===== src/rtl/cpuPkg.sv =====
/* machine-wide widths, word types and memory depths for the 16-bit core
   every block reaches these by scoped name */
`default_nettype none

package cpuPkg;
  // datapath and register index widths
  localparam int wordWidth = 16;
  localparam int regAddrWidth = 4;
  localparam int flagWidth = 3;

  // storage sizes, all in words
  localparam int numRegs = 16;
  localparam int imemDepth = 256;
  localparam int dmemDepth = 256;

  // index widths into the two memories
  localparam int imemAddrWidth = $clog2(imemDepth);
  localparam int dmemAddrWidth = $clog2(dmemDepth);

  typedef logic [wordWidth-1:0] word;
  // instruction address, only the low imemAddrWidth bits reach the memory
  typedef logic [wordWidth-1:0] pcAddr;
  typedef logic [regAddrWidth-1:0] regAddr;
  typedef logic [flagWidth-1:0] flagVec;
endpackage

`default_nettype wire


===== src/rtl/isaPkg.sv =====
/* instruction set encodings: opcodes, decoder select codes, branch conditions
   and the bit positions of the instruction fields */
`default_nettype none

package isaPkg;
  typedef enum logic [3:0] {
    opAdd = 4'd0, opSub, opRed, opXor,
    opSll, opSra, opRor, opPaddsb,
    opLw, opSw, opLhb, opLlb,
    opB, opBr, opPcs, opHlt
  } opcode;

  // how the immediate is formatted out of the low instruction bits
  typedef enum logic [1:0] {imm4, imm9, immLow, immHigh} immSel;

  // write-back source
  typedef enum logic [1:0] {fromMem, fromPc, fromImm, fromAlu} dataSel;

  // next-pc source, regTarget is the resolved BR code
  typedef enum logic [1:0] {seqPc, immTarget, regTarget} branchSel;

  // branch conditions in ccc field order
  typedef enum logic [2:0] {
    condNe, condEq, condGt, condLt, condGe, condLe, condOv, condAlways
  } cond;

  // flag register bit positions
  localparam int flagZ = 2;
  localparam int flagV = 1;
  localparam int flagN = 0;

  // instruction field positions
  localparam int opcodeHi = 15;
  localparam int opcodeLo = 12;
  localparam int slot1Hi = 11;
  localparam int slot1Lo = 8;
  localparam int slot2Hi = 7;
  localparam int slot2Lo = 4;
  localparam int slot3Hi = 3;
  localparam int slot3Lo = 0;
  localparam int condHi = 11;
  localparam int condLo = 9;
  // top bit of the B offset
  localparam int imm9Hi = 8;
endpackage

`default_nettype wire


===== src/rtl/ctrlBus.sv =====
/* decoded control and operand fields, driven by the decoder and read by the
   register file and the execute-side blocks */
`timescale 1ns/1ps
`default_nettype none

interface ctrlBus;
  logic regWrite;
  logic memRead;
  logic memWrite;
  logic aluSrc;
  isaPkg::dataSel dataSrc;
  isaPkg::branchSel branchSrc;
  isaPkg::opcode op;
  isaPkg::cond cond;
  cpuPkg::regAddr readReg1;
  cpuPkg::regAddr readReg2;
  cpuPkg::regAddr writeReg;
  cpuPkg::word imm;
  // high only while running, gates every state update
  logic exec;

  modport dec (
    output regWrite, memRead, memWrite, aluSrc, dataSrc, branchSrc,
    output op, cond, readReg1, readReg2, writeReg, imm, exec
  );
  // op tells LHB from LLB for the byte merge
  modport rf (input readReg1, readReg2, writeReg, regWrite, dataSrc, imm, op, exec);
  modport ex (input aluSrc, op, imm, memRead, memWrite, branchSrc, cond, exec);
endinterface

`default_nettype wire


===== src/rtl/fetchUnit.sv =====
/* instruction memory, program counter and branch resolution
   the memory is loaded from top-level ports, the pc moves only while running */
`timescale 1ns/1ps
`default_nettype none

module fetchUnit (
  input wire logic clk,
  input wire logic rstN,
  input wire logic imemWe,
  input wire cpuPkg::pcAddr imemAddr,
  input wire cpuPkg::word imemData,
  input wire cpuPkg::flagVec flags,
  input wire cpuPkg::word regTarget,
  ctrlBus.ex bus,
  output cpuPkg::word instr,
  output cpuPkg::pcAddr pcNext
);
  cpuPkg::word imem [cpuPkg::imemDepth];
  cpuPkg::pcAddr pc;
  cpuPkg::pcAddr pcTarget;
  logic taken;

  // loads accepted in any state
  always_ff @(posedge clk) begin
    if (imemWe) begin
      imem[imemAddr[cpuPkg::imemAddrWidth-1:0]] <= imemData;
    end
  end

  assign instr = imem[pc[cpuPkg::imemAddrWidth-1:0]];
  // word addressed, one step per instruction
  assign pcNext = pc + 16'd1;

  // condition test against Z/V/N
  always_comb begin
    unique case (bus.cond)
      isaPkg::condNe: taken = !flags[isaPkg::flagZ];
      isaPkg::condEq: taken = flags[isaPkg::flagZ];
      isaPkg::condGt: taken = !flags[isaPkg::flagZ] && !flags[isaPkg::flagN];
      isaPkg::condLt: taken = flags[isaPkg::flagN];
      isaPkg::condGe: taken = flags[isaPkg::flagZ] || !flags[isaPkg::flagN];
      isaPkg::condLe: taken = flags[isaPkg::flagZ] || flags[isaPkg::flagN];
      isaPkg::condOv: taken = flags[isaPkg::flagV];
      isaPkg::condAlways: taken = 1'b1;
    endcase
  end

  always_comb begin
    pcTarget = pcNext;
    if (taken && (bus.branchSrc == isaPkg::immTarget)) begin
      // B offset is relative to the sequential pc
      pcTarget = pcNext + bus.imm;
    end else if (taken && (bus.branchSrc == isaPkg::regTarget)) begin
      pcTarget = regTarget;
    end
  end

  // idle is only reached through reset, so pc sits at 0 there
  always_ff @(posedge clk) begin
    if (!rstN) begin
      pc <= '0;
    end else if (bus.exec) begin
      pc <= pcTarget;
    end
  end
endmodule

`default_nettype wire


===== src/flat_wrapper.sv =====
// flat-port wrapper written by rule: the top's interface ports become plain ports
module fetchUnit_flat 
  (clk, rstN, imemWe, imemAddr, imemData, flags, regTarget, instr, pcNext, bus_aluSrc, bus_op, bus_imm, bus_memRead, bus_memWrite, bus_branchSrc, bus_cond, bus_exec);
  ctrlBus bus_i ();
  input wire logic clk;
  input wire logic rstN;
  input wire logic imemWe;
  input wire cpuPkg::pcAddr imemAddr;
  input wire cpuPkg::word imemData;
  input wire cpuPkg::flagVec flags;
  input wire cpuPkg::word regTarget;
  output cpuPkg::word instr;
  output cpuPkg::pcAddr pcNext;
  input wire logic [$bits(bus_i.aluSrc)-1:0] bus_aluSrc;
  input wire logic [$bits(bus_i.op)-1:0] bus_op;
  input wire logic [$bits(bus_i.imm)-1:0] bus_imm;
  input wire logic [$bits(bus_i.memRead)-1:0] bus_memRead;
  input wire logic [$bits(bus_i.memWrite)-1:0] bus_memWrite;
  input wire logic [$bits(bus_i.branchSrc)-1:0] bus_branchSrc;
  input wire logic [$bits(bus_i.cond)-1:0] bus_cond;
  input wire logic [$bits(bus_i.exec)-1:0] bus_exec;
  assign bus_i.aluSrc = bus_aluSrc;
  assign bus_i.op = bus_op;
  assign bus_i.imm = bus_imm;
  assign bus_i.memRead = bus_memRead;
  assign bus_i.memWrite = bus_memWrite;
  assign bus_i.branchSrc = bus_branchSrc;
  assign bus_i.cond = bus_cond;
  assign bus_i.exec = bus_exec;
  fetchUnit u_core (.clk(clk), .rstN(rstN), .imemWe(imemWe), .imemAddr(imemAddr), .imemData(imemData), .flags(flags), .regTarget(regTarget), .bus(bus_i), .instr(instr), .pcNext(pcNext));
endmodule

===== config.mk =====
export PLATFORM = sky130hd
export DESIGN_NAME = fetchUnit_flat
export DESIGN_NICKNAME = d
export VERILOG_FILES = /design/src/rtl/cpuPkg.sv /design/src/rtl/isaPkg.sv /design/src/rtl/ctrlBus.sv /design/src/rtl/fetchUnit.sv /design/src/flat_wrapper.sv
export SDC_FILE = /design/constraint.sdc
export NUM_CORES = 2
export LEC_CHECK = 0
export BUFFER_PORTS_ARGS = -buffer_cell sky130_fd_sc_hd__buf_4
export CAP_MARGIN = 20
export CELL_PAD_IN_SITES_DETAIL_PLACEMENT = 1
export CELL_PAD_IN_SITES_GLOBAL_PLACEMENT = 1
export CORE_UTILIZATION = 40
export CTS_CLUSTER_SIZE = 14
export DETAILED_ROUTE_END_ITERATION = 10
export PLACE_DENSITY_LB_ADDON = 0.1
export SLEW_MARGIN = 20
export SYNTH_ARGS = -nofsm -noshare
export SYNTH_HDL_FRONTEND = slang
export SYNTH_SLANG_ARGS = --single-unit

===== constraint.sdc =====
create_clock -name clk -period 5 [get_ports clk]
set_input_delay 0.5 -clock clk [delete_from_list [all_inputs] [get_ports clk]]
set_output_delay 0.5 -clock clk [all_outputs]
set_load 0.05 [all_outputs]

Yosys cells after proc, flatten, opt, wreduce, memory -nomap -nowiden
Memory sizes are Yosys's and may differ from the RTL's. A register that Yosys moved wholly into a read port is not among the register bits.
Cells that the tools add are included.
{ "totals": {"ff_bits": 16, "ramBits": 4096, "input_bits": 83, "output_inout_bits": 32, "memories": 1} }
{ "op_classes": {"n_addsub": 2, "n_eq_ne": 9, "n_mux": 7, "n_reduce_logical": 8} }
{ "memory_table": {"columns": ["name", "words", "width", "read_ports", "rd_clocked_by_memory_dff", "wr", "line", "rtl"], "rows": [
  ["u_core.imem", 256, 16, 1, 1, 1, "fetchUnit.sv:18", "cpuPkg::word imem [cpuPkg::imemDepth];"]
]} }
{ "op_table": {"columns": ["cell", "count"], "rows": [
  ["two-way mux 16 bit", 2],
  ["adder 16 x 1 -> 16 bit, second input constant", 1],
  ["adder 16 bit", 1],
  ["two-way mux 8 bit", 2],
  ["equality test 3 bit, second input constant", 4],
  ["case mux 1 bit (8 select lines)", 1],
  ["equality test 3 x 2 -> 1 bit, second input constant", 2],
  ["equality test 3 x 1 -> 1 bit, second input constant", 1],
  ["logical AND 1 bit", 3],
  ["logical NOT 3 bit", 1],
  ["equality test 2 x 1 -> 1 bit, second input constant", 1],
  ["equality test 2 bit, second input constant", 1],
  ["logical NOT 1 bit", 2],
  ["logical OR 1 bit", 2],
  ["two-way mux 1 bit", 2]
]} }

Logic depth before layout (Yosys ltp)
{ "logic_depth": {"ltp_word": 8, "mapped_depth": 13, "depth_no_buf": 13} }

Least setup slack after synthesis
OpenSTA, ideal clock, no wires.
{ "synth_path": {"path_kind": "register to register", "from": "register u_core.pc[0]", "to": "register u_core.pc[15]", "setup_ps": 74, "arrival_ps": 3458, "required_ps": 4926, "slack_ps": 1468, "stages_incl_launch_ff": 13, "period_less_slack_ps": 3532, "path_cell_list": "dfxtp_1 > ha_1 > nand4_1 > nor2_1 > xor2_1 > ha_1 > o21ai_0 > o21bai_1 > a31o_2 > a21oi_1 > a21oi_1 > or4_1 > a31oi_1"} }
{ "synth_between": {"elab_chain_cells": 3, "elab_cells_between_ends": 4, "cone_classes": "add/sub (2); mux (2)"} }
{ "synth_lines": {"columns": ["element", "line", "rtl"], "rows": [
  ["start, declared", "fetchUnit.sv:19", "cpuPkg::pcAddr pc;"],
  ["start signal, assigned", "fetchUnit.sv:63", "pc <= pcTarget;"],
  ["adder 16 x 1 -> 16 bit", "fetchUnit.sv:32", "assign pcNext = pc + 16'd1;"],
  ["named net pcNext[6]", "flat_wrapper.sv:13", "output cpuPkg::pcAddr pcNext;"],
  ["adder 16 bit", "fetchUnit.sv:52", "pcTarget = pcNext + bus.imm;"],
  ["two-way mux 16 bit", "fetchUnit.sv:50", "if (taken && (bus.branchSrc == isaPkg::immTarget)) begin"]
]} }
The timed path passes the listed nets, and every way through them passes these cells.
A chain may end at the register's enable or synchronous reset.

==> results_dict.tcl <==
set metrics [dict create \
    status "complete, but fails checks" \
    violations "negative hold slack, negative setup slack" \
    powerDensity_nw_per_um2 415 \
    grt_first_pass_wirelength_mm 620 \
    core_um2 393000 \
    fmax_mhz 193 \
    met1_usage_pct 31.2 \
    ys_top_cells_by_area "edfxtp_1, mux4_2, nor2_1, clkbuf_1, buf_2" \
    drt-total-wl_mm 445 \
    cts_buffers 439 \
    period_minus_slack_ps 5190 \
    preCtsSetupSlack_ps -59.4 \
    final_hold_viol_count 1 \
    synth_area_um2 158000 \
    whs_ps -5.17 \
    final-max-slew-violation-count 0 \
    finalSetupViolations 13 \
    grt_use_met3_pct 2.78 \
    drt_iter0_drc 7706 \
    p_leak_uw 0.0573 \
    synth-edff-count 4096 \
    yosysMostFrequentCell "edfxtp_1" \
    busiest_layer "met2" \
    cp-end-kind "output port" \
    wl_per_cell_um 34.2 \
    finClkSkew_ps 26.8 \
    slew_headroom_pct 19.9 \
    cp_slowest_stage_delay_ps 790 \
    cts_tree "done" \
    synth_top_area_share_pct 77.7 \
    gp_congestion 0.802 \
    ys.flop_type "edfxtp_1" \
    fill_cells 34500 \
    drtAntennaViolNets 0 \
    grt_pass1_vias 78200 \
    r2r-start "u_core.pc[0]" \
    p_int_uw 60000 \
    row_count 230 \
    maxCapViolations 0 \
    nets 7530 \
    worstPathMaxFanout 6 \
    cts.clk_slew.worst_paths_ps 60 \
    vias_per_cell 5.68 \
    clk_latency_ps 960 \
    path_cells "buf_8, buf_16, buf_16, buf_16, mux4_2, mux4_2, a22oi_2, o21ai_2, o211ai_1, buf_4, nor2_2, buf_6" \
    syn_inst 6522 \
    grt_overflow 0 \
    antenna_found_initial 24 \
    synth_nets 6626 \
    ys_ff_latch 4120 \
    fin_cells 13000 \
    io_buffers 99 \
    grt_max_degree 161 \
    swShare_pct 22.7 \
    multi_input_area_um2 34100 \
    synthTopCellsByCount "edfxtp_1, mux4_2, nor2_1, clkbuf_1, buf_2" \
    peakVddDrop_mv 0.271 \
    area_delta_synth_final_pct 18.2 \
    drive_gt1_share_pct 37.9 \
    pwr-share-clk_pct 41.8 \
    combPwrFrac_pct 9.0 \
    worst_slack_ps -190 \
    track_usage_pct 22.2 \
    hpwl_mm 263 \
    power.net_switching_uw 17600 \
    firstDrtPassIters 5 \
    synthArstFlopShare_pct 0 \
    num_io_pins 115 \
    min_period_over_period_pct 104 \
    fp.dieW_um 631 \
    yosys_warnings 0 \
    dp_cells 12100 \
    htreeDepth 5 \
    hp-class "in -> reg" \
    yosysSeqAreaShare_pct 78.0 \
    cts.sinks 4120 \
    worst_pin_slew_ps 1200 \
    drc 0 \
    crit_type "reg -> out" \
    critPathRequiredTime_ps 4500 \
    cpMostUsedCell "buf_16" \
    seqCellArea_um2 124000 \
    synth_top_area_cell "edfxtp_1" \
    avgSynthCellArea_um2 24.3 \
    rsz0062_at_grt "yes" \
    die_area_um2 398000 \
    ys_types 53 \
    fin_tns_setup_ps -1060 \
    cp_slowest_cell "o211ai_1" \
    clk_path_buf_depth 4 \
    dr_total_vias 74000 \
    die_h_um 631 \
    worstSetupStartpointType "flip-flop" \
    hold_start "imemData[13]" \
    cp.arrival_ps 4690 \
    seq_power_share_pct 49.2 \
    grt_util_met2_pct 37.0 \
    finalPower_uw 77600 \
    cts_root_buf "clkbuf_16" \
    start_util_pct 40.3 \
]
## routing by layer
| metal | vias up | wire, µm |
|---|---|---|
| li1 | 30100 | - |
| met1 | 41400 | 193000 |
| met2 | 1951 | 221000 |
| met3 | 496 | 20600 |
| met4 | 2 | 10900 |
| met5 | - | 13 |
## what timing repair did
item / in CTS / in global routing
setup buffers: 70 / 24
endpoints found under the setup margin: 16 / 16
hold endpoints to repair: 255 / 76
gates resized for setup: 205 / 32
pin swaps: 29 / 22
hold buffers: 22 / 2
cloned: 16 / 4
## cell type report
type	count	area share, %
well taps	5220	3.49
clock inverters	285	1.56
clock buffers	519	6.09
flip-flops and latches	4120	66.0
repair buffers	823	4.57
inverters	10	0.0201
multi-input cells	2032	18.2
diodes	13	0.0174
## worst paths after layout
path	endpoint	slack, ps	cells past startpoint
setup reg to reg	u_core.pc[9]	1040	14
setup / recovery	instr[14]	-190	12
hold reg to reg	u_core.pc[13]	570	2
hold / removal	u_core.imem[189][13]	-5	1
## power groups by stage
stage                     clock (µW)  combinational, µW  sequential [µW]
final                          32400               6970            38200
after global routing           34400               7310            38100
after CTS                      33200               7040            38100
after detailed placement           0               6520            38900
after global placement             0               6440            38900
after floorplan                    0               3570            38800
## cell families (layout without fill, tap and decap cells)
kind of cell,after synthesis,in the layout,share of synthesized area [%]
muxes,1330,1330,18.7
xor gates and xnor gates,26,26,0.153
AOI/OAI and AO/OA,192,192,0.771
and+or+nand+nor,463,463,1.21
other,0,13,0
buffers and inverters,370,1637,0.996
adders and majority gates,21,21,0.171
DFF,4120,4120,78.0
## state kept, by name, indices dropped and copies added (netlist names), named ones only
signal       count
u_core.pc       16
u_core.imem   4096
## placed cells by master (no fill, tap or decap), drive strengths merged, types with 36 or more instances in the layout
cell type     n
bufinv       50
edfxtp     4096
nor2        343
o21ai        41
nand3        36
mux4       1296
clkinv      219
buf         792
clkbuf      523
o22ai        64
## worst max-delay path, delay by kind of cell (launching register included)
family          cells  cell delay (ps)
compound gates      3             1140
buf+inv             6              960
flops               1              420
mux                 2             1110
simple gates        1               50
## metrics by stage
stage | hold WS (ps) | area, µm² | util [%]
after global placement | 527 | 170000 | 43.2
after CTS | 7.20 | 187000 | 47.5
after global routing | 40.1 | 187000 | 47.6
after detailed placement | 538 | 170000 | 43.3
after floorplan | 508 | 158000 | -
final | -5.17 | 187000 | 47.6
Note: power is estimated with default switching activity, not from simulation.
