`src/rtl/cpuPkg.sv`:
```
/* machine-wide widths, word types and memory depths for the 16-bit core
   every block reaches these by scoped name */
`default_nettype none

package cpuPkg;
  // datapath and register index widths
  localparam int wordWidth = 16;
  localparam int regAddrWidth = 4;
  localparam int flagWidth = 3;

  // storage sizes, all in words
  localparam int numRegs = 16;
  localparam int imemDepth = 256;
  localparam int dmemDepth = 256;

  // index widths into the two memories
  localparam int imemAddrWidth = $clog2(imemDepth);
  localparam int dmemAddrWidth = $clog2(dmemDepth);

  typedef logic [wordWidth-1:0] word;
  // instruction address, only the low imemAddrWidth bits reach the memory
  typedef logic [wordWidth-1:0] pcAddr;
  typedef logic [regAddrWidth-1:0] regAddr;
  typedef logic [flagWidth-1:0] flagVec;
endpackage

`default_nettype wire

```
`src/rtl/isaPkg.sv`:
```
/* instruction set encodings: opcodes, decoder select codes, branch conditions
   and the bit positions of the instruction fields */
`default_nettype none

package isaPkg;
  typedef enum logic [3:0] {
    opAdd = 4'd0, opSub, opRed, opXor,
    opSll, opSra, opRor, opPaddsb,
    opLw, opSw, opLhb, opLlb,
    opB, opBr, opPcs, opHlt
  } opcode;

  // how the immediate is formatted out of the low instruction bits
  typedef enum logic [1:0] {imm4, imm9, immLow, immHigh} immSel;

  // write-back source
  typedef enum logic [1:0] {fromMem, fromPc, fromImm, fromAlu} dataSel;

  // next-pc source, regTarget is the resolved BR code
  typedef enum logic [1:0] {seqPc, immTarget, regTarget} branchSel;

  // branch conditions in ccc field order
  typedef enum logic [2:0] {
    condNe, condEq, condGt, condLt, condGe, condLe, condOv, condAlways
  } cond;

  // flag register bit positions
  localparam int flagZ = 2;
  localparam int flagV = 1;
  localparam int flagN = 0;

  // instruction field positions
  localparam int opcodeHi = 15;
  localparam int opcodeLo = 12;
  localparam int slot1Hi = 11;
  localparam int slot1Lo = 8;
  localparam int slot2Hi = 7;
  localparam int slot2Lo = 4;
  localparam int slot3Hi = 3;
  localparam int slot3Lo = 0;
  localparam int condHi = 11;
  localparam int condLo = 9;
  // top bit of the B offset
  localparam int imm9Hi = 8;
endpackage

`default_nettype wire

```
`src/rtl/ctrlBus.sv`:
```
/* decoded control and operand fields, driven by the decoder and read by the
   register file and the execute-side blocks */
`timescale 1ns/1ps
`default_nettype none

interface ctrlBus;
  logic regWrite;
  logic memRead;
  logic memWrite;
  logic aluSrc;
  isaPkg::dataSel dataSrc;
  isaPkg::branchSel branchSrc;
  isaPkg::opcode op;
  isaPkg::cond cond;
  cpuPkg::regAddr readReg1;
  cpuPkg::regAddr readReg2;
  cpuPkg::regAddr writeReg;
  cpuPkg::word imm;
  // high only while running, gates every state update
  logic exec;

  modport dec (
    output regWrite, memRead, memWrite, aluSrc, dataSrc, branchSrc,
    output op, cond, readReg1, readReg2, writeReg, imm, exec
  );
  // op tells LHB from LLB for the byte merge
  modport rf (input readReg1, readReg2, writeReg, regWrite, dataSrc, imm, op, exec);
  modport ex (input aluSrc, op, imm, memRead, memWrite, branchSrc, cond, exec);
endinterface

`default_nettype wire

```
`src/rtl/control.sv`:
```
/* opcode decoder for the single-cycle core, plus the idle/run/halt machine
   that produces exec and halted */
`timescale 1ns/1ps
`default_nettype none

module control (
  input wire logic clk,
  input wire logic rstN,
  input wire logic run,
  input wire cpuPkg::word instr,
  output logic halted,
  ctrlBus.dec bus
);
  typedef enum logic [1:0] {stIdle, stRun, stHalt} runState;

  isaPkg::opcode op;
  isaPkg::immSel immSel;
  logic isShift;
  logic isMem;
  logic regSrc;
  runState state;

  assign op = isaPkg::opcode'(instr[isaPkg::opcodeHi:isaPkg::opcodeLo]);

  assign isShift = (op == isaPkg::opSll) || (op == isaPkg::opSra) || (op == isaPkg::opRor);
  // 10xx covers LW, SW, LHB and LLB
  assign isMem = op[3] && !op[2];

  // slot 1 feeds read port 2 for SW and for the byte loads
  assign regSrc = (op == isaPkg::opSw) || (op == isaPkg::opLhb) || (op == isaPkg::opLlb);

  assign bus.op = op;
  assign bus.memRead = (op == isaPkg::opLw);
  assign bus.memWrite = (op == isaPkg::opSw);
  // immediate needed by shifts and 10xx
  assign bus.aluSrc = isShift || isMem;
  // every 0xxx, plus LW, LHB, LLB and PCS
  assign bus.regWrite = !op[3] || (op == isaPkg::opLw) || (op == isaPkg::opLhb) ||
                        (op == isaPkg::opLlb) || (op == isaPkg::opPcs);

  // register fields
  assign bus.readReg1 = instr[isaPkg::slot2Hi:isaPkg::slot2Lo];
  assign bus.readReg2 = regSrc ? instr[isaPkg::slot1Hi:isaPkg::slot1Lo] :
                                 instr[isaPkg::slot3Hi:isaPkg::slot3Lo];
  assign bus.writeReg = instr[isaPkg::slot1Hi:isaPkg::slot1Lo];
  assign bus.cond = isaPkg::cond'(instr[isaPkg::condHi:isaPkg::condLo]);

  always_comb begin
    if (isShift || (op == isaPkg::opLw) || (op == isaPkg::opSw)) begin
      immSel = isaPkg::imm4;
    end else if (op == isaPkg::opB) begin
      immSel = isaPkg::imm9;
    end else if (op == isaPkg::opLlb) begin
      immSel = isaPkg::immLow;
    end else begin
      immSel = isaPkg::immHigh;
    end
  end

  // immediate formatting
  always_comb begin
    unique case (immSel)
      isaPkg::imm4: begin
        bus.imm = {{12{instr[isaPkg::slot3Hi]}}, instr[isaPkg::slot3Hi:isaPkg::slot3Lo]};
      end
      isaPkg::imm9: begin
        bus.imm = {{7{instr[isaPkg::imm9Hi]}}, instr[isaPkg::imm9Hi:0]};
      end
      isaPkg::immLow: begin
        bus.imm = {8'h00, instr[isaPkg::slot2Hi:isaPkg::slot3Lo]};
      end
      default: begin
        bus.imm = {instr[isaPkg::slot2Hi:isaPkg::slot3Lo], 8'h00};
      end
    endcase
  end

  // write-back and next-pc sources
  always_comb begin
    bus.dataSrc = isaPkg::fromAlu;
    if (op == isaPkg::opLw) begin
      bus.dataSrc = isaPkg::fromMem;
    end else if (op == isaPkg::opPcs) begin
      bus.dataSrc = isaPkg::fromPc;
    end else if ((op == isaPkg::opLlb) || (op == isaPkg::opLhb)) begin
      bus.dataSrc = isaPkg::fromImm;
    end
    bus.branchSrc = isaPkg::seqPc;
    if (op == isaPkg::opB) begin
      bus.branchSrc = isaPkg::immTarget;
    end else if (op == isaPkg::opBr) begin
      bus.branchSrc = isaPkg::regTarget;
    end
  end

  // run level leaves idle, HLT parks until reset
  always_ff @(posedge clk) begin
    if (!rstN) begin
      state <= stIdle;
    end else begin
      unique case (state)
        stIdle: begin
          if (run) begin
            state <= stRun;
          end
        end
        stRun: begin
          if (op == isaPkg::opHlt) begin
            state <= stHalt;
          end
        end
        default: begin
          state <= stHalt;
        end
      endcase
    end
  end

  assign bus.exec = (state == stRun);
  assign halted = (state == stHalt);
endmodule

`default_nettype wire

```
`src/flat_wrapper.sv`:
```
// flat-port wrapper written by rule: the top's interface ports become plain ports
module control_flat 
  (clk, rstN, run, instr, halted, bus_regWrite, bus_memRead, bus_memWrite, bus_aluSrc, bus_dataSrc, bus_branchSrc, bus_op, bus_cond, bus_readReg1, bus_readReg2, bus_writeReg, bus_imm, bus_exec);
  ctrlBus bus_i ();
  input wire logic clk;
  input wire logic rstN;
  input wire logic run;
  input wire cpuPkg::word instr;
  output logic halted;
  output wire logic [$bits(bus_i.regWrite)-1:0] bus_regWrite;
  output wire logic [$bits(bus_i.memRead)-1:0] bus_memRead;
  output wire logic [$bits(bus_i.memWrite)-1:0] bus_memWrite;
  output wire logic [$bits(bus_i.aluSrc)-1:0] bus_aluSrc;
  output wire logic [$bits(bus_i.dataSrc)-1:0] bus_dataSrc;
  output wire logic [$bits(bus_i.branchSrc)-1:0] bus_branchSrc;
  output wire logic [$bits(bus_i.op)-1:0] bus_op;
  output wire logic [$bits(bus_i.cond)-1:0] bus_cond;
  output wire logic [$bits(bus_i.readReg1)-1:0] bus_readReg1;
  output wire logic [$bits(bus_i.readReg2)-1:0] bus_readReg2;
  output wire logic [$bits(bus_i.writeReg)-1:0] bus_writeReg;
  output wire logic [$bits(bus_i.imm)-1:0] bus_imm;
  output wire logic [$bits(bus_i.exec)-1:0] bus_exec;
  assign bus_regWrite = bus_i.regWrite;
  assign bus_memRead = bus_i.memRead;
  assign bus_memWrite = bus_i.memWrite;
  assign bus_aluSrc = bus_i.aluSrc;
  assign bus_dataSrc = bus_i.dataSrc;
  assign bus_branchSrc = bus_i.branchSrc;
  assign bus_op = bus_i.op;
  assign bus_cond = bus_i.cond;
  assign bus_readReg1 = bus_i.readReg1;
  assign bus_readReg2 = bus_i.readReg2;
  assign bus_writeReg = bus_i.writeReg;
  assign bus_imm = bus_i.imm;
  assign bus_exec = bus_i.exec;
  control u_core (.clk(clk), .rstN(rstN), .run(run), .instr(instr), .halted(halted), .bus(bus_i));
endmodule
```
`config.mk`:
```
export PLATFORM = sky130hd
export DESIGN_NAME = control_flat
export DESIGN_NICKNAME = d
export VERILOG_FILES = /design/src/rtl/cpuPkg.sv /design/src/rtl/isaPkg.sv /design/src/rtl/ctrlBus.sv /design/src/rtl/control.sv /design/src/flat_wrapper.sv
export SDC_FILE = /design/constraint.sdc
export NUM_CORES = 1
export LEC_CHECK = 0
export BUFFER_PORTS_ARGS = -buffer_cell sky130_fd_sc_hd__buf_2
export CORE_MARGIN = 2
export CORE_UTILIZATION = 30
export CTS_CLUSTER_SIZE = 28
export DETAILED_ROUTE_END_ITERATION = 8
export HOLD_SLACK_MARGIN = 0.12
export PLACE_DENSITY = 0.66
export SETUP_SLACK_MARGIN = 0.15
export SLEW_MARGIN = 25
export SYNTH_ARGS = -nofsm -noshare
export SYNTH_HDL_FRONTEND = slang
export SYNTH_SLANG_ARGS = --single-unit
export TNS_END_PERCENT = 5
```
`constraint.sdc`:
```
create_clock -name clk -period 1.4 [get_ports clk]
set_input_delay 0.07 -clock clk [delete_from_list [all_inputs] [get_ports clk]]
set_output_delay 0.07 -clock clk [all_outputs]
set_load 0.01 [all_outputs]
```
-- After elaboration in Yosys (flattened, before gate mapping)
Cells that the tools add are included.
- multiplexer cells: 13
- reductions and logical operators: 18
- equal/unequal tests: 17
- operators with widths (operator ; number):
    16-bit case mux with 3 select lines ; 1
    4-bit == test, second input constant ; 8
    2-bit 2-to-1 mux ; 8
    4-bit by 3-bit == test with 1-bit output, second input constant ; 3
    1-bit logical OR ; 12
    2-bit by 1-bit == test with 1-bit output, second input constant ; 2
    2-bit == test, second input constant ; 2
    2-bit logical NOT ; 2
    4-bit 2-to-1 mux ; 1
    2-bit case mux with 2 select lines ; 1
    1-bit logical NOT ; 2
    1-bit 2-to-1 mux ; 2
    2-bit by 1-bit inequality test with 1-bit output, second input constant ; 1
    2-bit inequality test, second input constant ; 1
    2-bit AND reduction ; 1
    1-bit logical AND ; 1
- word-level logic and storage cells: 49
- output and inout bits: 45
- bits of input ports: 19
- register bits after elaboration: 2

-- Depth between registers and ports, before layout
- word-level depth: 8
- gate-level depth with buffers: 5
- depth with buffers taken out: 3

-- Least setup slack after synthesis
OpenSTA, ideal clock, no wires.
- path kind: input to output
- start point: input port instr[14]
- end point: output port bus_imm[1]
- path slack: 319 ps
- data arrival time: 1011 ps
- stages: 5
- required time: 1330 ps
- buffers on the path: 2
- cell sequence: buf_6 > mux2_4 > a221oi_4 > buf_6 > and2_1
- cells in the longest elaborated chain, start to end: 8
- elaborated cells between the ends (all ways): 18
- classes of those cells: eq/ne: 9; mux: 4; reduce/logical: 5
- RTL lines (what ; line ; text):
    start, declared ; flat_wrapper.sv:8 ; input wire cpuPkg::word instr;
    4-bit by 3-bit == test with 1-bit output ; control.sv:25 ; assign isShift = (op == isaPkg::opSll) || (op == isaPkg::opSra) || (op == isaPkg::opRor);
    1-bit logical OR (2 in a row) ; control.sv:25 ;
    1-bit logical OR (2 in a row) ; control.sv:49 ; if (isShift || (op == isaPkg::opLw) || (op == isaPkg::opSw)) begin
    2-bit 2-to-1 mux (*) ; control.sv:49 ;
    2-bit == test, or another cell as far along ; control.sv:62 ; unique case (immSel)
    16-bit case mux with 3 select lines (*) ; control.sv:62 ;
    end, declared ; flat_wrapper.sv:21 ; output wire logic [$bits(bus_i.imm)-1:0] bus_imm;
Every way passes the cells marked *; elsewhere a longest branch is shown, timed or not.

-- Worst setup path after layout
- start point: input port instr[15]
- end point: output port bus_imm[13]
The elaborated chain is that of the path after synthesis.

==> key figures <==
Critical path
  • CP Data Arrival Time: 1200 ps
  • Crit-path max FO: 12
  • Crit path launch type: input port
  • Setup CP Type: in2out
  • CP required: 1330 ps
  • Worst setup EP type: output pin

Timing
  • Clk_skew: 0.8759 ps
  • Setup_tns: 0 ps
  • RSZ-0062 raised after global routing: true
  • Tmin final: 1270 ps
  • Max_slew headroom: 80.34%
  • Max-slew violation count: 0
  • Period Utilization, post-route: 90.73%
  • Final Hold Viols: 0
  • FMAX: 787.3 MHz
  • Final setup vio count: 0
  • Worst Tran Pin Value: 294.3 ps

Route
  • Antenna Violating Nets Remaining: 0
  • Routed vias: 845
  • Met1 WL: 794 µm
  • DR WL/cell: 10.71 µm
  • Max layer used: met3
  • Routed wl met2: 1.019 mm
  • Drt drc: 0
  • DR pass1 iterations: 2
  • Routed wire length: 1.927 mm
  • Met3 WL: 113 µm
  • DR vias/cell: 4.694
  • Starting DRT DRC Count: 5

Global routing
  • Total GRT Usage: 14.47%
  • Largest net degree at the start of global routing: 17
  • Initial antenna violation count: 0
  • First-pass GRT wire length: 3.077 mm
  • Number of global-route vias before repair: 752
  • Total congestion overflow: 0

CTS
  • H-tree levels: 1
  • Clock Latency Late Sink: 220 ps
  • CTS tree: yes
  • Num Clock Sinks: 2
  • Clk slew on worst S/H paths: 30 ps
  • Total CTS buffers: 3
  • Clk root buf: clkbuf_4
  • Worst-case clock buffer depth: 2

Placement
  • Post-DP HPWL: 1.595 mm
  • Placed cell area: 933.4 µm²
  • Placed Cells: 175
  • Number of port buffers: 63
  • Placer Congestion: 0.7034

Status
  • Outcome: completed

Synth
  • Top FF cell, synth: dfxtp_1
  • Top post-synthesis cells by area: buf_4 16%, o211ai_1 13%, mux2_2 6.4%
  • #FFs+latches synth: 2
  • FFs w/ async S/R, synth: 0%
  • Yosys warns: 0
  • Mapped Cells: 100
  • Count leader, synth: buf_4
  • Post-synth EDFFs: 0
  • Register area share after synthesis: 5.694%
  • Post-synthesis cell type count: 28
  • Syn_area_per_cell: 7.032 µm²
  • Synthesized area: 703.2 µm²
  • Synth area leader: buf_4
  • Net Count, Synth: 119
  • Yosys top cell area share: 16.01%
  • Commonest cells post-synth: 15 x buf_4, 12 x o211ai_1, 9 x inv_1, 6 x nand2_1, 6 x nor2b_1

Cells and area
  • Final non-filler cell total: 180
  • Nets: 173
  • N_diodes: 0
  • Largest register by flop count: u_core.state
  • Largest registers: u_core.state (2)
  • Fraction of final layout cells sized beyond drive strength 1: 52.63%
  • Final instance area: 996.0 µm²
  • Core Util, Final: 45.02%
  • Synth-to-layout area growth: 41.64%
  • Max FFs per register: 2

Power and ir drop
  • Combinational group share of total power: 64.6%
  • Sw frac: 40.35%
  • Internal power: 317.1 µW
  • Clock power share: 23.7%
  • Max rail drop VDD: 0.0003517 V
  • Leakage: 0.5394 nW
  • P per Cell Area: 533.7 nW/µm²
  • Switching power: 214.5 µW
  • Register share of total power: 11.7%

Die
  • Core area: 2212 µm²
  • I/O pin count: 64
  • Starting density of the core: 31.79%
  • # rows: 17
  • Die W: 52.42 µm
  • DIE AREA: 2747 µm²
  • Die Y-Extent: 52.42 µm

Run
  • Maxcap violations: 0

Hold path
  • Hold crit path type: in2reg
-- placed cells by master (no fill, tap or decap) --
cell type      count
nor4b_1            1
clkbuf_4           4
buf_2             62
o211ai_1          12
o21ai_0            5
nand2_1            5
and2_1             5
dlygate4sd3_1      1
mux2_4             1
nand4bb_1          1
maj3_1             1
dfxtp_1            2
o221a_2            1
nand3b_1           1
mux2_2             4
and3_1             4
xnor2_1            1
nand2_2            1
nor2_1             5
nor2b_1            6
and4_1             1
nor3_1             2
a221oi_4           1
buf_12             1
and2b_1            1
nor2_4             1
inv_1              9
a21oi_1            4
buf_4              4
o21a_1             1
nand2b_1           4
-- critical path, cell delays in order --
cell and delay [ps]:
buf_2 120, mux2_4 320, a221oi_4 280, buf_12 160, o211ai_1 80, buf_2 160
-- cells by family (layout without fill, tap and decap cells) --
family	after synthesis	count (layout)	synth area share [%]
simple gates	38	38	31.32
mux	5	5	8.540
buf+inv	29	81	26.16
xor+xnor	1	1	1.246
fa+ha+maj	1	1	1.424
compound gates	24	24	25.62
flops	2	2	5.694
-- final cells by class --
class	count	area [µm²]
multi-input cells	69	486.7
inverters	9	33.78
fillers	238	1216
clock buffers	3	22.52
repair buffers	69	377.9
flip-flops and latches	2	40.04
well taps	28	35.03
-- power by group through the flow --
stage / clock (mW) / combinational, mW / sequential, mW
after CTS: 0.134 / 0.344 / 0.0625
after floorplan: 0 / 0.222 / 0.0627
after detailed placement: 0 / 0.329 / 0.0633
final: 0.126 / 0.343 / 0.0624
after global placement: 0 / 0.322 / 0.0632
after global routing: 0.136 / 0.376 / 0.0628
-- per-layer routing --
layer  global-route usage (%)  vias up
met5                        0        -
met4                    6.410        0
met3                    1.714        0
met2                    26.67       31
met1                    16.35      376
li1                         -      438
-- stage by stage --
| stage | hold WS, ps | power (mW) | setup WS [ps] |
|---|---|---|---|
| 2_1_floorplan | 187.5 | 0.2845 | 318.8 |
| 3_3_place_gp | 282.9 | 0.3853 | 74.65 |
| 3_5_place_dp | 304.9 | 0.3926 | 51.15 |
| 4_1_cts | 121.7 | 0.5412 | 126.7 |
| 5_1_grt | 132.1 | 0.5750 | 77.12 |
| 6_report | 126.7 | 0.5315 | 129.8 |
-- final timing paths --
path                   start         endpoint  slack [ps]  depth (start not counted)
max                instr[15]      bus_imm[13]         130                          6
min                      run  u_core.state[0]         130                          3
max reg2reg  u_core.state[0]  u_core.state[0]         540                          2
min reg2reg  u_core.state[1]  u_core.state[0]         470                          1
-- timing repair --
item,CTS,global route
pin swaps,1,0
setup buffers,1,0
resized for setup,0,3
endpoints found under the setup margin,16,16
hold buffers,1,0
endpoints found under the hold margin,1,0
No activity file was read; power rests on OpenSTA's default activity.
