$ cat config.mk
export PLATFORM = sky130hd
export DESIGN_NAME = alu_flat
export DESIGN_NICKNAME = d
export VERILOG_FILES = /design/src/rtl/cpuPkg.sv /design/src/rtl/isaPkg.sv /design/src/rtl/ctrlBus.sv /design/src/rtl/alu.sv /design/src/flat_wrapper.sv
export SDC_FILE = /design/constraint.sdc
export NUM_CORES = 1
export LEC_CHECK = 0
export BUFFER_PORTS_ARGS = -buffer_cell sky130_fd_sc_hd__buf_2
export CORE_ASPECT_RATIO = 1.75
export CORE_MARGIN = 2
export CORE_UTILIZATION = 28
export DETAILED_ROUTE_END_ITERATION = 12
export GPL_TIMING_DRIVEN = 1
export MAX_ROUTING_LAYER = met4
export PLACE_DENSITY = 0.48
export REMOVE_ABC_BUFFERS = 1
export SLEW_MARGIN = 20
export SYNTH_ARGS = -nofsm -noshare
export SYNTH_HDL_FRONTEND = slang
export SYNTH_SLANG_ARGS = --single-unit
$ cat constraint.sdc
create_clock -name clk -period 8.4 [get_ports clk]
set_input_delay 1.68 -clock clk [delete_from_list [all_inputs] [get_ports clk]]
set_output_delay 1.68 -clock clk [all_outputs]
set_load 0.01 [all_outputs]
$ cat src/rtl/cpuPkg.sv
/* machine-wide widths, word types and memory depths for the 16-bit core
   every block reaches these by scoped name */
`default_nettype none

package cpuPkg;
  // datapath and register index widths
  localparam int wordWidth = 16;
  localparam int regAddrWidth = 4;
  localparam int flagWidth = 3;

  // storage sizes, all in words
  localparam int numRegs = 16;
  localparam int imemDepth = 256;
  localparam int dmemDepth = 256;

  // index widths into the two memories
  localparam int imemAddrWidth = $clog2(imemDepth);
  localparam int dmemAddrWidth = $clog2(dmemDepth);

  typedef logic [wordWidth-1:0] word;
  // instruction address, only the low imemAddrWidth bits reach the memory
  typedef logic [wordWidth-1:0] pcAddr;
  typedef logic [regAddrWidth-1:0] regAddr;
  typedef logic [flagWidth-1:0] flagVec;
endpackage

`default_nettype wire

$ cat src/rtl/isaPkg.sv
/* instruction set encodings: opcodes, decoder select codes, branch conditions
   and the bit positions of the instruction fields */
`default_nettype none

package isaPkg;
  typedef enum logic [3:0] {
    opAdd = 4'd0, opSub, opRed, opXor,
    opSll, opSra, opRor, opPaddsb,
    opLw, opSw, opLhb, opLlb,
    opB, opBr, opPcs, opHlt
  } opcode;

  // how the immediate is formatted out of the low instruction bits
  typedef enum logic [1:0] {imm4, imm9, immLow, immHigh} immSel;

  // write-back source
  typedef enum logic [1:0] {fromMem, fromPc, fromImm, fromAlu} dataSel;

  // next-pc source, regTarget is the resolved BR code
  typedef enum logic [1:0] {seqPc, immTarget, regTarget} branchSel;

  // branch conditions in ccc field order
  typedef enum logic [2:0] {
    condNe, condEq, condGt, condLt, condGe, condLe, condOv, condAlways
  } cond;

  // flag register bit positions
  localparam int flagZ = 2;
  localparam int flagV = 1;
  localparam int flagN = 0;

  // instruction field positions
  localparam int opcodeHi = 15;
  localparam int opcodeLo = 12;
  localparam int slot1Hi = 11;
  localparam int slot1Lo = 8;
  localparam int slot2Hi = 7;
  localparam int slot2Lo = 4;
  localparam int slot3Hi = 3;
  localparam int slot3Lo = 0;
  localparam int condHi = 11;
  localparam int condLo = 9;
  // top bit of the B offset
  localparam int imm9Hi = 8;
endpackage

`default_nettype wire

$ cat src/rtl/ctrlBus.sv
/* decoded control and operand fields, driven by the decoder and read by the
   register file and the execute-side blocks */
`timescale 1ns/1ps
`default_nettype none

interface ctrlBus;
  logic regWrite;
  logic memRead;
  logic memWrite;
  logic aluSrc;
  isaPkg::dataSel dataSrc;
  isaPkg::branchSel branchSrc;
  isaPkg::opcode op;
  isaPkg::cond cond;
  cpuPkg::regAddr readReg1;
  cpuPkg::regAddr readReg2;
  cpuPkg::regAddr writeReg;
  cpuPkg::word imm;
  // high only while running, gates every state update
  logic exec;

  modport dec (
    output regWrite, memRead, memWrite, aluSrc, dataSrc, branchSrc,
    output op, cond, readReg1, readReg2, writeReg, imm, exec
  );
  // op tells LHB from LLB for the byte merge
  modport rf (input readReg1, readReg2, writeReg, regWrite, dataSrc, imm, op, exec);
  modport ex (input aluSrc, op, imm, memRead, memWrite, branchSrc, cond, exec);
endinterface

`default_nettype wire

$ cat src/rtl/alu.sv
/* arithmetic, logic and shift unit with the Z/V/N flag register
   also forms the data memory address for LW and SW */
`timescale 1ns/1ps
`default_nettype none

module alu (
  input wire logic clk,
  input wire logic rstN,
  ctrlBus.ex bus,
  input wire cpuPkg::word rd1,
  input wire cpuPkg::word rd2,
  output cpuPkg::word result,
  output cpuPkg::flagVec flags
);
  cpuPkg::word opB;
  cpuPkg::word sum;
  cpuPkg::word diff;
  cpuPkg::word red;
  cpuPkg::word padd;
  logic [31:0] rorWide;
  logic [3:0] shamt;
  logic sumOvf;
  logic diffOvf;

  // signed 4-bit add, clamped to 7 / -8
  function automatic logic [3:0] satNibble(logic [3:0] a, logic [3:0] b);
    logic [3:0] s;
    s = a + b;
    if ((a[3] == b[3]) && (s[3] != a[3])) begin
      satNibble = a[3] ? 4'h8 : 4'h7;
    end else begin
      satNibble = s;
    end
  endfunction

  assign opB = bus.aluSrc ? bus.imm : rd2;
  assign shamt = opB[3:0];

  assign sum = rd1 + opB;
  assign diff = rd1 - opB;
  // signed overflow
  assign sumOvf = (rd1[15] == opB[15]) && (sum[15] != rd1[15]);
  assign diffOvf = (rd1[15] != opB[15]) && (diff[15] != rd1[15]);

  // four signed nibbles of rd1, summed
  assign red = {{12{rd1[3]}}, rd1[3:0]} + {{12{rd1[7]}}, rd1[7:4]} +
               {{12{rd1[11]}}, rd1[11:8]} + {{12{rd1[15]}}, rd1[15:12]};

  // doubled word, so a zero rotate stays clean
  assign rorWide = {rd1, rd1} >> shamt;

  always_comb begin
    for (int i = 0; i < 4; i++) begin
      padd[4*i +: 4] = satNibble(rd1[4*i +: 4], opB[4*i +: 4]);
    end
  end

  always_comb begin
    unique case (bus.op)
      isaPkg::opAdd: result = sumOvf ? (rd1[15] ? 16'h8000 : 16'h7fff) : sum;
      isaPkg::opSub: result = diffOvf ? (rd1[15] ? 16'h8000 : 16'h7fff) : diff;
      isaPkg::opRed: result = red;
      isaPkg::opXor: result = rd1 ^ opB;
      isaPkg::opSll: result = rd1 << shamt;
      isaPkg::opSra: result = $signed(rd1) >>> shamt;
      isaPkg::opRor: result = rorWide[15:0];
      isaPkg::opPaddsb: result = padd;
      // byte address from a word offset
      isaPkg::opLw, isaPkg::opSw: result = rd1 + (opB << 1);
      default: result = '0;
    endcase
  end

  // arithmetic sets all three, XOR and shifts only Z
  always_ff @(posedge clk) begin
    if (!rstN) begin
      flags <= '0;
    end else if (bus.exec) begin
      case (bus.op)
        isaPkg::opAdd, isaPkg::opSub: begin
          flags[isaPkg::flagZ] <= (result == '0);
          flags[isaPkg::flagV] <= (bus.op == isaPkg::opSub) ? diffOvf : sumOvf;
          flags[isaPkg::flagN] <= result[15];
        end
        isaPkg::opXor, isaPkg::opSll, isaPkg::opSra, isaPkg::opRor: begin
          flags[isaPkg::flagZ] <= (result == '0);
        end
        default: begin
          flags <= flags;
        end
      endcase
    end
  end
endmodule

`default_nettype wire

$ cat src/flat_wrapper.sv
// flat-port wrapper written by rule: the top's interface ports become plain ports
module alu_flat 
  (clk, rstN, rd1, rd2, result, flags, bus_aluSrc, bus_op, bus_imm, bus_memRead, bus_memWrite, bus_branchSrc, bus_cond, bus_exec);
  ctrlBus bus_i ();
  input wire logic clk;
  input wire logic rstN;
  input wire cpuPkg::word rd1;
  input wire cpuPkg::word rd2;
  output cpuPkg::word result;
  output cpuPkg::flagVec flags;
  input wire logic [$bits(bus_i.aluSrc)-1:0] bus_aluSrc;
  input wire logic [$bits(bus_i.op)-1:0] bus_op;
  input wire logic [$bits(bus_i.imm)-1:0] bus_imm;
  input wire logic [$bits(bus_i.memRead)-1:0] bus_memRead;
  input wire logic [$bits(bus_i.memWrite)-1:0] bus_memWrite;
  input wire logic [$bits(bus_i.branchSrc)-1:0] bus_branchSrc;
  input wire logic [$bits(bus_i.cond)-1:0] bus_cond;
  input wire logic [$bits(bus_i.exec)-1:0] bus_exec;
  assign bus_i.aluSrc = bus_aluSrc;
  assign bus_i.op = bus_op;
  assign bus_i.imm = bus_imm;
  assign bus_i.memRead = bus_memRead;
  assign bus_i.memWrite = bus_memWrite;
  assign bus_i.branchSrc = bus_branchSrc;
  assign bus_i.cond = bus_cond;
  assign bus_i.exec = bus_exec;
  alu u_core (.clk(clk), .rstN(rstN), .bus(bus_i), .rd1(rd1), .rd2(rd2), .result(result), .flags(flags));
endmodule
* Word level (Yosys, flattened, before mapping)
Index checks and enable logic that the tools add are counted.
** Storage, ports and cells
- Register bits :: 3
- Input port bits :: 63
- Output and inout port bits :: 19
- Logic and storage cells :: 63
** Cells by class
- Add/subtract/negate cells :: 10
- Equal/unequal tests :: 20
- Shift-type cells :: 3
- Multiplexer cells :: 14
- Bitwise operators :: 1
- Reductions and logical operators :: 13
** Operators by type and width (number)
- $pmux W16 S9 :: 1
- $add A16 B16 Y16 :: 4
- $mux W16 :: 4
- $mux W4 :: 8
- $shr A32 B4 Y16 :: 1
- $add A4 B4 Y4 :: 4
- $eq A4 B3 Y1 const B :: 4
- $logic_not A16 Y1 :: 1
- $shl A16 B4 Y16 :: 1
- $sshr A16 B4 Y16 :: 1
- $sub A16 B16 Y16 :: 1
- $xor A16 B16 Y16 :: 1
- $eq A4 B2 Y1 const B :: 2
- $eq A4 B4 Y1 const B :: 2
- $ne A1 B1 Y1 :: 7
- $logic_and A1 B1 Y1 :: 6
- $reduce_or A6 Y1 :: 1
- $add A4 B4 Y5 :: 1
- $eq A1 B1 Y1 :: 4
- $eq A4 B1 Y1 const B :: 1
- $logic_not A4 Y1 :: 1
- $reduce_and A2 Y1 :: 2
- $reduce_or A2 Y1 :: 2
- $mux W1 :: 1

* Logic depth before layout (Yosys ltp)
Gate-level depths: netlist (run 1).
- Depth after elaboration :: 7
- Depth in mapped cells :: 24
- Gate-level depth less buffers :: 21

* Worst setup path after synthesis (run 1)
No wires, ideal clock.
- Kind :: in2out
- Start point :: in bus_aluSrc
- End point :: out result[14]
- Arrival :: 6258 ps
- Required time :: 6720 ps
- Setup slack :: 462 ps
- Stages on the path :: 20
- Buffers on the path :: 5
- Cell sequence :: buf_6 > mux2i_1 > clkbuf_1 > clkbuf_1 > clkbuf_1 > ha_1 > clkbuf_1 > a21o_1 > a221oi_1 > o31ai_1 > a221oi_1 > o21ai_0 > a21o_1 > a21oi_1 > fa_1 > nor3_1 > and2b_2 > a21oi_1 > a211o_1 > a21o_2
** On the way
- Cells in the longest elaborated chain, start to end :: 6
- Elaborated cells between the ends (all ways) :: 21
- Classes of those cells :: add/sub (4); eq/ne (5); shift (3); mux (5); bitwise (1); reduce/logical (3)
** RTL lines
- start: declaration :: line flat_wrapper.sv:11 : input wire logic [$bits(bus_i.aluSrc)-1:0] bus_aluSrc;
- $mux W16 * :: line alu.sv:36 : assign opB = bus.aluSrc ? bus.imm : rd2;
- $sub A16 B16 Y16, or another cell as far along :: line alu.sv:40 : assign diff = rd1 - opB;
- $ne A1 B1 Y1 (on tied branches) :: line alu.sv:43, alu.sv:29, alu.sv:42
- $logic_and A1 B1 Y1 (on tied branches) :: line alu.sv:43, alu.sv:29, alu.sv:42
- $mux W16, or another cell as far along :: line alu.sv:61 : isaPkg::opSub: result = diffOvf ? (rd1[15] ? 16'h8000 : 16'h7fff) : diff;
- $pmux W16 S9 * :: line alu.sv:59 : unique case (bus.op)
- end: declaration :: line flat_wrapper.sv:9 : output cpuPkg::word result;
Every way passes the cells marked *; elsewhere a longest branch is shown, timed or not.

* Worst setup path after layout (run 1)
- Start point :: in bus_aluSrc
- End point :: out result[3]
The elaborated chain is that of the path after synthesis.

==> results of run 1 <==
[placed cells by master (no fill, tap or decap), drive strengths merged, types with 10 or more instances in the layout]
| cell type | count |
|---|---|
| mux2i | 68 |
| a31oi | 17 |
| o211ai | 10 |
| nand2 | 68 |
| o22ai | 12 |
| buf | 120 |
| a211oi | 10 |
| xor2 | 16 |
| nand2b | 15 |
| a221oi | 10 |
| a21oi | 62 |
| o21ai | 53 |
| nand4 | 14 |
| ha | 54 |
| nor2 | 60 |
| inv | 49 |
| nor3 | 29 |
| xnor2 | 23 |
| mux4 | 16 |
| nand3 | 33 |
| fa | 17 |
| a21o | 15 |
| nor2b | 15 |
[layout make-up]
| type | count | area share (%) |
|---|---|---|
| inverter | 50 | 2.644 |
| multi-input combinational | 754 | 80.15 |
| timing repair buffer | 120 | 10.13 |
| tap | 296 | 5.150 |
| sequential | 3 | 0.8351 |
| clock buffer | 4 | 1.096 |
[final timing paths]
check	from	to	slack, ns	cells past startpoint
setup reg to reg	u_core.flags[2]	u_core.flags[2]	7.75	3
hold reg to reg	u_core.flags[0]	u_core.flags[0]	0.52	2
setup / recovery	bus_aluSrc	result[3]	0.19	22
hold / removal	u_core.flags[0]	u_core.flags[0]	0.52	2
[worst reg2reg max path: cells and delay by family (launching register included)]
family	cells	cell delay, ns
AO/OA/AOI/OAI	1	0.14
flip-flops	1	0.30
AND/OR/NAND/NOR	2	0.09
[Yosys cell counts (all sizes together) (4+ instances only)]
cell type	instances
a21oi	62
o21a	5
a31oi	17
a22oi	8
nor2b	15
o22ai	12
a221oi	10
o21ai	53
ha	54
nand4	14
nor3	29
nand2	68
mux2i	68
a2111oi	4
nand3b	7
nand3	33
mux4	16
a211o	5
clkbuf	33
and2	7
buf	21
xor2	16
xnor2	23
or2	7
nor2	60
nor3b	8
nand2b	15
inv	49
o221ai	7
a211oi	10
fa	17
o211ai	10
a21o	15
o31ai	8
nor4	7
o21bai	6
or3	4
[layer usage]
| metal | track usage [%] | vias up | wire length, um |
|---|---|---|---|
| li1 | - | 3391 | - |
| met3 | 1.988 | 138 | 1180 |
| met1 | 28.08 | 3551 | 10860 |
| met5 | - | - | 0 |
| met2 | 46.06 | 302 | 15780 |
| met4 | 20.97 | 0 | 3213 |
[stage by stage]
step / cell area [um2] / worst slack (ns)
after CTS: 7192 / 0.3011
after global placement: 7113 / 0.3127
after global routing: 7192 / 0.02258
final: 7192 / 0.1937
after detailed placement: 7113 / 0.3567
after floorplan: 6001 / 0.3476
[kinds of logic after synthesis]
| group | share of synthesized area [%] |
|---|---|
| AOI/OAI and AO/OA | 27.72 |
| xor gates and xnor gates | 5.469 |
| adders and majority gates | 16.27 |
| buffers and inverters | 6.971 |
| DFF | 0.9616 |
| muxes | 17.87 |
| and+or+nand+nor | 24.74 |
[power by group through the flow]
| stage | logic (mW) | clock network [mW] | registers [mW] |
|---|---|---|---|
| finish | 0.704 | 0.0754 | 0.0147 |
| global route | 0.757 | 0.0782 | 0.0147 |
| CTS | 0.697 | 0.0767 | 0.0147 |
| detailed placement | 0.692 | 0 | 0.0148 |
| global placement | 0.695 | 0 | 0.0148 |
| floorplan | 0.425 | 0 | 0.0149 |
==> results.md, run 1 <==
* Cts repair resizes at 0
* Overflow after GRT at 0
* Layout cells sized above 1 at 19.01%
* Netlist cell types at 83
* Setup_tns at 0 ns
* Seq pwr share at 1.8%
* Vias in the first global route at 7335
* Most flops, register: u_core.flags
* CP max-delay cell: fa_1
* FMAX at 121.9 MHz
* Placed cell count at 1223
* Antenna diodes at 0
* Peak fanout along the critical path at 9
* Synth Flop Type: dfxtp_1
* Int Power at 351.1 uW
* Buf+Inv Stages, Crit Path at 7
* Total GRT Usage at 27.05%
* Top flop regs: u_core.flags x3
* Area delta synth->final at 15.14%
* Final HPWL DP at 25.47 mm
* Post-route DRC violation count at 0
* Cell Area, Synth at between 6000 and 7000 um2
* # hold bufs at CTS at 0
* Switch share at 55.80%
* Via density at approximately 6
* Total Power at 794.4 uW
* Cell family with most CP delay: compound AO/OA/AOI/OAI gates
* Rows at 72
* Worst hold slack at 0.5195 ns
* Max VDD drop at 0.00004686 V
* First-pass GRT wire length at between 40 and 50 mm
* Filler instances at roughly 2500
* DR iter-0 viols at ~550
* DR vias at approximately 7400
* CTS Sinks at 3
* Number of routed nets with antenna violations at 0
* Core Area at 21980 um2
* Clock skew at 0 ns
* Post-layout util at 32.72%
* Setup crit end kind: primary output
* Minimum period implied by the final worst setup slack at 8.206 ns
* Layout net count at 1066
* Most frequent CP cell: buf_4
* Routed len/inst at 25.29 um
* CTS tree: built
* Data required time at the worst endpoint at 6.72 ns
* Critical setup path kind: in -> out
* CTS buffer count at 3
* DIE WIDTH at 116.9 um
* Post-synth EDFFs at 0
* Drt pass-1 iters at 5
* Clock Power Share at 9.5%
* FF+latch area at 60.06 um2
* Routability congestion estimate at 1.050
* Final wirelength at approximately 31 mm
* Area of the multi-input gates at slightly below 6000 um2
* Max reg flops at 3
* Setup crit start kind: input pin
* Worst endpoint data arrival time at 6.53 ns
* Status: finished clean
* Async SR Flop Fraction at 0%
* Sw power at 443.2 uW
* # H-tree levels at 1
* Hold Vio Cnt, Final at 0
* Reg clk slew, reported paths at 0.03 ns
* Die ar. at 23560 um2
* Initial antenna violation count at 0
* Final Setup Violations at 0
* P per Cell Area at 110.5 nW/um2
* Critical path, cell by cell: buf_2, buf_12, mux2i_1, ha_1, buf_4, and2_1, o211ai_1, o31ai_1, buf_4, a221oi_1, buf_4, o21ai_0, a21o_1, a21oi_1, fa_1, nor3_1, buf_4, a221o_1, a31oi_1, o221ai_1, a221o_1, buf_2
* Skew-Pair Late Insertion Delay at 0.22 ns
* Final worst path period share at 97.69%
* Leakage power at 3.146 nW
* Max cap viols at 0
* Post-synth top area share at 10.82%
* Die span in y at 201.6 um
* Cells after Synth at 861
* Hold WC Path Type: reg -> reg
* Max-slew headroom at 33.83%
* Leading area contributor after synthesis: ha_1
* Combinational power share at between 80% and 90%
* Port Buffers at 74
* Flops & latches, synth at 3
* Non-Filler Instances at 1227
* Synth Warn # at 0
* Slew Limit Fails at 0
* Clk buf depth at 2
* Root Driver: clkbuf_16
* Postcts setup bufs at 0
* Slowest stage delay, CP at 0.64 ns
* Io pins at 82
* Actual slew at the worst max-slew pin at 0.9676 ns
* Sequential fraction of the synthesis area at 0.9615%
* Dominant cells by area after synthesis: ha_1 (11%), mux2i_1 (10%), mux4_2 (5.8%)
* Initial Utilization at between 20 and 30%
* Largest net degree at the start of global routing at 34
* RSZ-0062 raised after global routing: no
* Synth Area per Inst at between 7 and 8 um2
No activity file was read; power rests on OpenSTA's default activity.
==> run 2: changes to the inputs <==
--- a/config.mk
+++ b/config.mk
@@ -9,9 +9,9 @@
 export CORE_ASPECT_RATIO = 1.75
 export CORE_MARGIN = 2
 export CORE_UTILIZATION = 28
+export CTS_CLUSTER_SIZE = 8
 export DETAILED_ROUTE_END_ITERATION = 12
 export GPL_TIMING_DRIVEN = 1
-export MAX_ROUTING_LAYER = met4
 export PLACE_DENSITY = 0.48
 export REMOVE_ABC_BUFFERS = 1
 export SLEW_MARGIN = 20
==> results.md, run 2 (same netlist as run 1, synthesis figures left out) <==
* Clock skew at 0 ns (unchanged)
* Total GRT Usage at 26.04% (-1.0 points)
* Routability congestion estimate at 0.9961 (-5.1%)
* Int Power at 355.8 uW (+1.3%)
* Clk buf depth at 2 (unchanged)
* Max VDD drop at 0.00004859 V (+3.7%)
* P per Cell Area at 110.6 nW/um2 (+0.16%)
* Data required time at the worst endpoint at 6.72 ns (about the same)
* # H-tree levels at 1 (unchanged)
* Worst Hold Launch: u_core.flags[0]
* Number of routed nets with antenna violations at 0 (unchanged)
* Die ar. at 23560 um2 (unchanged)
* Setup_tns at 0 ns (unchanged)
* Post-route setup slack at 0.3200 ns (+0.1263 ns)
* FMAX at 123.8 MHz (+1.6%)
* Reg clk slew, reported paths at 0.03 ns (about the same)
* Slew Limit Fails at 0 (unchanged)
* RSZ-0062 raised after global routing: no
* Status: finished clean
* Antenna diodes at 0 (unchanged)
* Final wirelength at 30.67 mm (-1.2%)
* Layout net count at 1074 (+0.75%)
* Initial antenna violation count at 1 (+1)
* Hold WC Path Type: reg -> reg
* CTS Sinks at 3 (unchanged)
* Layout cells sized above 1 at 19.91% (+0.90 points)
* Postcts setup bufs at 0 (unchanged)
* Sw power at 447.4 uW (+0.94%)
* Rows at 72 (unchanged)
* Vias in the first global route at 7360 (+0.34%)
* Minimum setup slack after placement at 0.1615 ns (-0.1953 ns)
* Minimum period implied by the final worst setup slack at 8.080 ns (-0.1263 ns)
* Max-slew headroom at 35.00% (+1.2 points)
* CTS tree: built
* Leakage power at 3.184 nW (+1.2%)
* Setup crit end kind: primary output
* Drt pass-1 iters at 5 (unchanged)
* CP Launch Point: bus_aluSrc
* Setup crit start kind: input pin
* Initial Utilization at 28.42% (unchanged)
* Largest net degree at the start of global routing at 34 (unchanged)
* Port Buffers at 74 (unchanged)
* Die span in y at 201.6 um (unchanged)
* Top flop regs: u_core.flags x3
* Max cap viols at 0 (unchanged)
* Max reg flops at 3 (unchanged)
* Peak fanout along the critical path at 5 (-4)
* Most common cell after layout, fill and taps aside: buf_2
* First-pass GRT wire length at 45.77 mm (-0.76%)
* Final HPWL DP at 25.43 mm (-0.16%)
* # hold bufs at CTS at 0 (unchanged)
* Total Power at 803.2 uW (+1.1%)
* Critical setup path kind: in -> out
* Overflow after GRT at 0 (unchanged)
* Skew-Pair Late Insertion Delay at 0.22 ns (about the same)
* Final Setup Violations at 0 (unchanged)
* Root Driver: clkbuf_16
* Seq pwr share at 1.8% (about the same)
* Commonest non-fill, non-tap cells in the layout: buf_2 (74), nand2_1 (68), mux2i_1 (63)
* CTS buffer count at 3 (unchanged)
* DIE WIDTH at 116.9 um (unchanged)
* R2R Path Start: u_core.flags[2]
* DR iter-0 viols at 619 (+12%)
* Core Area at 21980 um2 (unchanged)
* Clock Power Share at 9.4% (about the same)
* Worst endpoint data arrival time at 6.40 ns (-0.13 ns)
* Actual slew at the worst max-slew pin at 0.9504 ns (-0.01724 ns)
* Switch share at 55.70% (-0.095 points)
* Post-layout util at 33.03% (+0.31 points)
* Via density at 5.949 (-1.1%)
* Routed len/inst at 24.84 um (-1.8%)
* Hold Vio Cnt, Final at 0 (unchanged)
* Combinational power share at 88.8% (about the same)
* Post-route DRC violation count at 0 (unchanged)
* Io pins at 82 (unchanged)
* DR vias at 7347 (-0.47%)
* Final worst path period share at 96.19% (-1.5 points)
* Area delta synth->final at 16.25%
* Most flops, register: u_core.flags
-- run 2: cell type report --
cell class | instances | area (um2)
clock buffers | 4 | 78.83
multi-input cells | 754 | 5786
flip-flops and latches | 3 | 60.06
inverters | 50 | 190.2
well taps | 296 | 370.4
fillers | 2497 | 14720
repair buffers | 128 | 775.7
-- run 2: per-layer routing --
metal	vias up	routed length, um	global-route usage [%]
li1	3405	-	-
met1	3488	10490	27.42
met2	323	15910	46.84
met3	129	1206	2.169
met4	2	3057	18.82
met5	-	8	0
-- run 2: repair_timing --
action | in CTS | in global routing
endpoints found under the hold margin | 0 | 0
endpoints found under the setup margin | 0 | 3
gates resized for setup | 0 | 4
-- run 2: metrics by stage --
step	hold slack (ns)	cells	area (um2)
global route	0.5450	1235	7261
floorplan	0.5383	807	6001
CTS	0.5214	1235	7239
finish	0.5115	1235	7261
global placement	0.4996	1231	7161
detailed placement	0.5145	1231	7161
-- run 2: worst paths after layout --
path | slack [ns] | depth (start not counted) | endpoint
worst max-delay path | 0.32 | 21 | result[3]
worst min-delay path | 0.51 | 2 | u_core.flags[0]
worst max register to register | 7.76 | 3 | u_core.flags[2]
worst min register to register | 0.51 | 2 | u_core.flags[0]
-- run 2: worst max-delay path: stages --
cell	delay [ns]
buf_2	0.19
buf_4	0.16
mux2i_4	0.26
inv_4	0.08
ha_1	0.20
nor2b_1	0.18
o211ai_1	0.13
o31ai_2	0.48
a221oi_1	0.17
buf_4	0.18
o21ai_0	0.30
a21o_1	0.19
a21oi_1	0.08
fa_1	0.63
nor3_1	0.11
buf_4	0.17
a221o_1	0.33
a31oi_1	0.15
o221ai_1	0.17
a221o_1	0.36
buf_2	0.16
-- run 2: power groups by stage --
| stage | clock network, mW | registers [mW] | logic (mW) |
|---|---|---|---|
| floorplan | 0 | 0.0149 | 0.425 |
| global placement | 0 | 0.0148 | 0.699 |
| detailed placement | 0 | 0.0149 | 0.698 |
| CTS | 0.0762 | 0.0147 | 0.704 |
| global route | 0.0803 | 0.0147 | 0.765 |
| finish | 0.0753 | 0.0147 | 0.713 |
